### src/verilog/cpu_pkg.sv
package cpu_pkg;

   localparam int DATA_W = 32;   // word size, fixed by the encoding

   // special registers
   localparam logic [3:0] REG_LINK = 4'd14;
   localparam logic [3:0] REG_PC   = 4'd15;

   // bit positions in the 4-bit flag word
   localparam int FLAG_C = 0;
   localparam int FLAG_Z = 1;
   localparam int FLAG_S = 2;
   localparam int FLAG_V = 3;

   // instruction class in bits 27..25, class 3 does nothing
   typedef enum logic [2:0] {
      ALU_REG = 3'd0,
      ALU_IMM = 3'd1,
      CALL    = 3'd2,
      ST_REG  = 3'd4,
      LD_REG  = 3'd5,
      ST_IMM  = 3'd6,
      LD_IMM  = 3'd7
   } cpu_class_e;

   // two-register alu operation in bits 3..0
   typedef enum logic [3:0] {
      ADD = 4'd0,
      SUB = 4'd1,
      AND = 4'd2,
      OR  = 4'd3,
      XOR = 4'd4,
      SHL = 4'd5,
      SHR = 4'd6,
      MOV = 4'd7,
      CMP = 4'd8   // sub, flags only
   } alu_op_e;

   // condition field in bits 31..28
   typedef enum logic [3:0] {
      AL, EQ, NE, CS, CC, MI, PL, VS, VC, HI, LS, GE, LT, GT, LE, NV
   } cond_e;

endpackage

### src/verilog/cpu_sched.sv
module cpu_sched
(
   input  logic       clk,
   input  logic       rst_i,
   output logic       phf_o,
   output logic       phe_o,
   output logic       phm_o,
   output logic       phw_o,
   output logic [2:0] clk_stat_o
);

   logic [1:0] phase;   // 0 fetch .. 3 writeback
   logic       run;     // set one cycle after reset drops

   always_ff @(posedge clk)
   begin
      if (rst_i)
      begin
         run   <= 1'b0;
         phase <= 2'd0;
      end
      else
      begin
         run <= 1'b1;
         if (run)
            phase <= phase + 2'd1;   // wraps after writeback
      end
   end

   assign phf_o = run & (phase == 2'd0);
   assign phe_o = run & (phase == 2'd1);
   assign phm_o = run & (phase == 2'd2);
   assign phw_o = run & (phase == 2'd3);

   assign clk_stat_o = {run, phase};

endmodule

### src/verilog/cpu_regfile.sv
module cpu_regfile
   import cpu_pkg::*;
(
   input  logic              clk,
   input  logic              rst_i,
   input  logic [3:0]        ra_i,
   input  logic [3:0]        rb_i,
   input  logic [3:0]        rd_i,
   input  logic [3:0]        rw_i,
   input  logic [3:0]        rt_i,
   input  logic              inc_pc_i,
   input  logic              link_i,
   input  logic              base_wb_i,
   input  logic              wb_i,
   input  logic [DATA_W-1:0] wb_data_i,
   input  logic [DATA_W-1:0] base_data_i,
   output logic [DATA_W-1:0] da_o,
   output logic [DATA_W-1:0] db_o,
   output logic [DATA_W-1:0] dd_o,
   output logic [DATA_W-1:0] dt_o,
   output logic [DATA_W-1:0] pc_o
);

   logic [DATA_W-1:0] regs [16];   // r15 is the program counter

   // later statements win when strobes hit the same register
   always_ff @(posedge clk)
   begin
      if (rst_i)
      begin
         for (int i = 0; i < 16; i++)
         begin
            regs[i] <= '0;
         end
      end
      else
      begin
         if (inc_pc_i)
            regs[REG_PC] <= regs[REG_PC] + 1'b1;   // word addressed
         if (link_i)
            regs[REG_LINK] <= regs[REG_PC];   // return address
         if (base_wb_i)
            regs[ra_i] <= base_data_i;
         if (wb_i)
            regs[rw_i] <= wb_data_i;   // also a jump when rw_i is r15
      end
   end

   // operand reads
   assign da_o = regs[ra_i];
   assign db_o = regs[rb_i];
   assign dd_o = regs[rd_i];

   // test port and pc
   assign dt_o = regs[rt_i];
   assign pc_o = regs[REG_PC];

endmodule

### src/verilog/cpu_alu.sv
module cpu_alu
   import cpu_pkg::*;
(
   input  alu_op_e           op_i,
   input  logic [DATA_W-1:0] a_i,
   input  logic [DATA_W-1:0] b_i,
   input  logic [3:0]        flags_i,
   output logic [DATA_W-1:0] res_o,
   output logic [3:0]        flags_o,
   output logic              wb_en_o
);

   logic [DATA_W:0] sum;    // carry out on top
   logic [DATA_W:0] diff;   // top bit set when no borrow
   logic [DATA_W:0] shl;    // bit shifted out on top
   logic [DATA_W:0] shr;    // bit shifted out at bottom
   logic [4:0]      sh;
   logic            c;
   logic            v;

   assign sh   = b_i[4:0];
   assign sum  = {1'b0, a_i} + {1'b0, b_i};
   assign diff = {1'b0, a_i} + {1'b0, ~b_i} + 1'b1;
   assign shl  = {1'b0, a_i} << sh;
   assign shr  = {a_i, 1'b0} >> sh;

   always_comb
   begin
      res_o   = '0;
      c       = flags_i[FLAG_C];   // kept unless the op defines it
      v       = flags_i[FLAG_V];
      wb_en_o = 1'b1;
      case (op_i)
         ADD:
         begin
            res_o = sum[DATA_W-1:0];
            c     = sum[DATA_W];
            v     = (a_i[DATA_W-1] == b_i[DATA_W-1]) && (sum[DATA_W-1] != a_i[DATA_W-1]);
         end
         SUB, CMP:
         begin
            res_o   = diff[DATA_W-1:0];
            c       = diff[DATA_W];
            v       = (a_i[DATA_W-1] != b_i[DATA_W-1]) && (diff[DATA_W-1] != a_i[DATA_W-1]);
            wb_en_o = (op_i != CMP);
         end
         AND:
            res_o = a_i & b_i;
         OR:
            res_o = a_i | b_i;
         XOR:
            res_o = a_i ^ b_i;
         SHL:
         begin
            res_o = shl[DATA_W-1:0];
            if (sh != 5'd0)
               c = shl[DATA_W];
         end
         SHR:
         begin
            res_o = shr[DATA_W:1];
            if (sh != 5'd0)
               c = shr[0];
         end
         MOV:
            res_o = b_i;
         default:
            wb_en_o = 1'b0;   // unused codes write nothing
      endcase

      flags_o         = '0;
      flags_o[FLAG_C] = c;
      flags_o[FLAG_Z] = (res_o == '0);
      flags_o[FLAG_S] = res_o[DATA_W-1];
      flags_o[FLAG_V] = v;
   end

endmodule

### src/verilog/cpu_core.sv
module cpu_core
   import cpu_pkg::*;
(
   input  logic              clk,
   input  logic              rst_i,
   input  logic [DATA_W-1:0] bus_rdata_i,
   input  logic [3:0]        rt_i,
   output logic [DATA_W-1:0] bus_addr_o,
   output logic [DATA_W-1:0] bus_wdata_o,
   output logic              bus_we_o,
   output logic [DATA_W-1:0] dt_o,
   output logic [2:0]        clk_stat_o
);

   logic              phf, phe, phm, phw;   // phase strobes
   logic [DATA_W-1:0] ir;        // instruction register
   logic [3:0]        flags;
   logic [DATA_W-1:0] ld_data;   // word latched in phm
   logic [DATA_W-1:0] da, db, dd, pc;
   logic [DATA_W-1:0] imm_sx;
   logic [DATA_W-1:0] ea;
   logic [DATA_W-1:0] call_tgt;
   logic [DATA_W-1:0] wb_data;
   logic [DATA_W-1:0] alu_b, alu_res;
   logic [3:0]        alu_flags;
   logic              alu_wb;
   alu_op_e           alu_op;
   cpu_class_e        cls;
   cond_e             cond;
   logic              ena;       // condition holds
   logic              is_alu_reg, is_alu_imm, is_alu, is_call, is_ld, is_st, is_mem;
   logic              do_wb, is_jump;
   logic [3:0]        rw;

   cpu_sched sched (
      .clk        (clk),
      .rst_i      (rst_i),
      .phf_o      (phf),
      .phe_o      (phe),
      .phm_o      (phm),
      .phw_o      (phw),
      .clk_stat_o (clk_stat_o)
   );

   always_ff @(posedge clk)
   begin
      if (rst_i)
         ir <= '0;
      else if (phf)
         ir <= bus_rdata_i;
   end

   // instruction fields
   assign cls    = cpu_class_e'(ir[27:25]);
   assign cond   = cond_e'(ir[31:28]);
   assign imm_sx = {{16{ir[15]}}, ir[15:0]};

   assign is_alu_reg = (cls == ALU_REG);
   assign is_alu_imm = (cls == ALU_IMM);
   assign is_alu     = is_alu_reg | is_alu_imm;
   assign is_call    = (cls == CALL);
   assign is_ld      = (cls == LD_REG) | (cls == LD_IMM);
   assign is_st      = (cls == ST_REG) | (cls == ST_IMM);
   assign is_mem     = is_ld | is_st;

   always_comb
   begin
      case (cond)
         EQ: ena = flags[FLAG_Z];
         NE: ena = ~flags[FLAG_Z];
         CS: ena = flags[FLAG_C];
         CC: ena = ~flags[FLAG_C];
         MI: ena = flags[FLAG_S];
         PL: ena = ~flags[FLAG_S];
         VS: ena = flags[FLAG_V];
         VC: ena = ~flags[FLAG_V];
         HI: ena = flags[FLAG_C] & ~flags[FLAG_Z];
         LS: ena = ~flags[FLAG_C] | flags[FLAG_Z];
         GE: ena = ~(flags[FLAG_S] ^ flags[FLAG_V]);
         LT: ena = flags[FLAG_S] ^ flags[FLAG_V];
         GT: ena = ~flags[FLAG_Z] & ~(flags[FLAG_S] ^ flags[FLAG_V]);
         LE: ena = flags[FLAG_Z] | (flags[FLAG_S] ^ flags[FLAG_V]);
         default: ena = 1'b1;   // AL and NV
      endcase
   end

   // immediate form: bit 24 picks add over move
   assign alu_op = is_alu_imm ? (ir[24] ? ADD : MOV) : alu_op_e'(ir[3:0]);
   assign alu_b  = is_alu_imm ? imm_sx : db;

   cpu_alu alu (
      .op_i    (alu_op),
      .a_i     (da),
      .b_i     (alu_b),
      .flags_i (flags),
      .res_o   (alu_res),
      .flags_o (alu_flags),
      .wb_en_o (alu_wb)
   );

   always_ff @(posedge clk)
   begin
      if (rst_i)
         flags <= '0;
      else if (phw && ena && is_alu_reg && ir[24])
         flags <= alu_flags;
   end

   // effective address, classes 6 and 7 use the immediate
   assign ea = da + (ir[26] ? imm_sx : db);

   assign call_tgt = ir[24] ? dd + {{12{ir[19]}}, ir[19:0]} : {8'd0, ir[23:0]};

   assign wb_data = is_call ? call_tgt : is_ld ? ld_data : alu_res;
   assign do_wb   = (is_alu & alu_wb) | is_call | is_ld;
   assign is_jump = is_call | (((is_alu & alu_wb) | is_ld) & (ir[23:20] == REG_PC));
   assign rw      = is_call ? REG_PC : ir[23:20];

   cpu_regfile regs (
      .clk         (clk),
      .rst_i       (rst_i),
      .ra_i        (ir[19:16]),
      .rb_i        (ir[15:12]),
      .rd_i        (ir[23:20]),
      .rw_i        (rw),
      .rt_i        (rt_i),
      .inc_pc_i    (phe),
      .link_i      (phm & ena & is_call),
      .base_wb_i   (phm & ena & is_mem & ir[24]),
      .wb_i        (phw & ena & do_wb),
      .wb_data_i   (wb_data),
      .base_data_i (ea),
      .da_o        (da),
      .db_o        (db),
      .dd_o        (dd),
      .dt_o        (dt_o),
      .pc_o        (pc)
   );

   always_ff @(posedge clk)
   begin
      if (phm && is_ld)
         ld_data <= bus_rdata_i;
   end

   always_comb
   begin
      bus_addr_o = pc;   // fetch and skipped instructions
      if (ena)
      begin
         if ((phe || phm) && is_mem)
            bus_addr_o = ea;
         else if (phw && is_jump)
            bus_addr_o = wb_data;   // jump target
      end
   end

   assign bus_wdata_o = dd;
   assign bus_we_o    = phm & ena & is_st;

endmodule

### config.mk
export PLATFORM = sky130hd
export DESIGN_NAME = cpu_core
export DESIGN_NICKNAME = d
export VERILOG_FILES = /design/src/verilog/cpu_pkg.sv /design/src/verilog/cpu_sched.sv /design/src/verilog/cpu_regfile.sv /design/src/verilog/cpu_alu.sv /design/src/verilog/cpu_core.sv
export SDC_FILE = /design/constraint.sdc
export NUM_CORES = 2
export LEC_CHECK = 0
export BUFFER_PORTS_ARGS = -buffer_cell sky130_fd_sc_hd__buf_4
export CORE_MARGIN = 3
export CORE_UTILIZATION = 25
export CTS_BUF_LIST = sky130_fd_sc_hd__clkbuf_8 sky130_fd_sc_hd__clkbuf_16
export CTS_CLUSTER_DIAMETER = 200
export CTS_CLUSTER_SIZE = 40
export DETAILED_ROUTE_END_ITERATION = 6
export GPL_TIMING_DRIVEN = 0
export MAX_ROUTING_LAYER = met4
export SKIP_LAST_GASP = 1
export SYNTH_ARGS = -nofsm -noshare
export SYNTH_HDL_FRONTEND = slang
export SYNTH_SLANG_ARGS = --single-unit
### constraint.sdc
create_clock -name clk -period 9.6 [get_ports clk]
set_clock_uncertainty 0.15 [all_clocks]
set_input_delay 0.96 -clock clk [delete_from_list [all_inputs] [get_ports clk]]
set_output_delay 0.96 -clock clk [all_outputs]
set_load 0.02 [all_outputs]
==> results.json <==
{
  "path_cells": "clkbuf_1 -> clkbuf_2 -> mux2i_1 -> o21ai_0 -> nand3_1 -> o21ai_0 -> a22oi_1 -> o21ai_0 -> o2111ai_1 -> nor2_1 -> o22a_1 -> o2bb2ai_1 -> a21oi_1 -> buf_4",
  "drv_slew": 23,
  "synth_cells": 4659,
  "synth_seq_cells": 595,
  "drtIter0Drc": 8427,
  "setup_viol": 4,
  "num_rows": 165,
  "clk_latency_ns": 0.66,
  "syn_nets": 4874,
  "worst_slack_ns": -0.108,
  "ys_warn_count": 0,
  "ys.flop_type": "edfxtp_1",
  "wl_met3_um": 43000,
  "drive_above_1_share": 0.218,
  "layout_worst_path_cycle_share": 1.01,
  "first_pass_iters": 6,
  "hold_ws_ns": 0.331,
  "chipHeight_um": 459,
  "final.min_clock_period_ns": 9.71,
  "status": "finished with violations",
  "fin_util": 0.280,
  "initial_core_util": 0.253,
  "hp-class": "primary input to flip-flop",
  "ir_drop_mv": 0.146,
  "dr_wl_met2_um": 130000,
  "dieArea_um2": 211000,
  "ctsHoldBuffers": 0,
  "path_class": "flip-flop to output port",
  "area_growth_pct": 10.8,
  "worst_pin_slew_ns": 1.58,
  "viasPerCell": 6.45,
  "cts_buffer_depth": 3,
  "syn_area_um2": 51400,
  "fmax_mhz": 103,
  "wl_met1_um": 101000,
  "synth.avg_cell_area_um2": 11.0,
  "coreArea_um2": 203000,
  "pin_count": 138,
  "crit_path_end_kind": "output port",
  "grt_pass1_wl_um": 395000,
  "track_usage": 0.279,
  "cts_root_buffer": "clkbuf_16",
  "antenna_found_initial": 11,
  "ys_seq_area_frac": 0.338,
  "cp.required_ns": 8.49,
  "fin_nets": 5034,
  "cap_violations": 3,
  "crit_path_max_incr_delay_ns": 1.24,
  "timing.slew.headroom": -0.0528,
  "h-tree-depth": 1,
  "grt_start_max_net_pins": 42,
  "fp.dieW_um": 459,
  "vias": 48504,
  "cts_buffers": 19,
  "critPathLaunchType": "flip-flop",
  "top_layer": "met4",
  "cts.sinks": 595,
  "grt_pass1_vias": 45515,
  "synth-async-reset-ratio": 0,
  "io_buffers": 134,
  "power_density_nw_per_um2": 169,
  "power.leakage_uw": 0.0200,
  "globalplace.congestion": 1.04,
  "cp_data_arrival_time_ns": 8.60,
  "tritoncts": "yes",
  "crit_path_frequent_cell": "o21ai_0",
  "clk_pin_slew_worst_paths_ns": 0.18,
  "synth_cell_types": 95,
  "slowest_stage": "mux2i_1",
  "hp-start": "bus_rdata_i[7]",
  "post_drt_wl_per_cell_um": 39.8,
  "grt_overflow": 0,
  "preCtsSetupSlack_ns": -2.42,
  "violations": "capacitance limit, slew limit, setup timing",
  "rsz0062_at_grt": "true",
  "postRouteAntennaNets": 0,
  "wirelength_um": 299000,
  "path_max_fanout": 10,
  "hpwlAfterDp_um": 226000,
  "drc": 0,
  "hold_viol": 0,
  "synth_edf_count": 544
}
## layout by cell type (no fill, tap or decap), types with 31 or more instances in the layout
master    count
buf_4       163
nor3_1       58
a21oi_1     248
o22ai_1      81
nand2_1     404
buf_2        79
inv_1       119
dfxtp_1      50
o21ai_0     215
clkbuf_1    219
mux4_1       38
xnor2_1      60
clkbuf_2     42
mux4_2      597
nor2_1      691
a21o_1       58
nand3_1     139
mux2i_1      84
ha_1        173
edfxtp_1    544
a211oi_1     31
xor2_1       42
o211ai_1     56
## stage by stage
stage	total power, µW	cells	instance area [µm²]	setup TNS, ns
after floorplan	5970	4659	51400	0
after global placement	8100	7465	55800	-174.10
after detailed placement	8080	7472	56000	-180.92
after CTS	9350	7501	56900	-0.0843
after global routing	9820	7510	57000	-0.0833
final	9640	7515	57000	-0.301
## worst max-delay path, delay by kind of cell, from the launching register on
kind,cells,cell delay [ns]
compound gates,8,3.44
buf+inv,3,2.14
mux,1,1.24
flops,1,0.72
simple gates,2,0.33
## Yosys cell counts, types with 51 or more instances
library cell	n	area, µm²
xnor2_1	60	526
nand3_1	141	706
clkbuf_1	266	998
o211ai_1	56	420
nor2_1	691	2590
inv_1	108	405
a21o_1	58	435
dfxtp_1	51	1020
o22ai_1	81	507
nor3_1	59	295
a21oi_1	256	1280
buf_2	75	375
o21ai_0	218	1090
mux4_2	597	13400
ha_1	173	2160
edfxtp_1	544	16300
mux2i_1	91	911
nand2_1	418	1570
## per-layer routing
layer / up-vias / GRT usage
li1: 18542 / -
met1: 24414 / 0.314
met2: 4496 / 0.415
met3: 1052 / 0.106
met4: 0 / 0.180
met5: - / -
## logic make-up (layout without fill, tap and decap cells)
group | after synthesis | count (layout) | synth area share
buffers and inverters | 544 | 716 | 0.0474
AO/OA/AOI/OAI | 1015 | 1015 | 0.128
adder cells (fa/ha/maj) | 177 | 177 | 0.0437
AND/OR/NAND/NOR | 1481 | 1481 | 0.123
XOR/XNOR | 102 | 102 | 0.0174
multiplexers | 745 | 745 | 0.303
flip-flops | 595 | 595 | 0.338
other | 0 | 12 | 0
## worst paths after layout
path | endpoint | slack [ns] | cells after the start
max | bus_addr_o[18] | -0.11 | 14
min | ld_data[7] | 0.33 | 1
max reg2reg | regs.regs[7][24] | 0.55 | 19
min reg2reg | ir[7] | 0.43 | 2
## registers in the layout (all words and copies together) (netlist names), named ones only
| signal | cells |
|---|---|
| sched.phase | 2 |
| flags | 4 |
| ld_data | 32 |
| ir | 32 |
| regs.regs | 512 |
| sched.run | 1 |
## report_power, final
part | internal [µW] | switching [µW]
sequential | 2920 | 114
combinational | 1560 | 3750
clock | 406 | 898
total | 4880 | 4760
## final cells by class
type,instances,area [µm²]
Fill cell,21095,146000
Multi-Input combinational cell,3520,31900
Sequential cell,595,17400
Tap cell,2672,3340
Buffer,425,2130
Timing Repair Buffer,144,1170
Clock buffer,19,475
Inverter,114,432
Clock inverter,14,118
Antenna cell,12,30.0
## repair_timing
action,in CTS,in global routing
buffers inserted,0,1
pin swaps,0,1
gates resized for setup,80,32
setup endpoints to repair,301,17
Power figures use the tool's default switching activity.
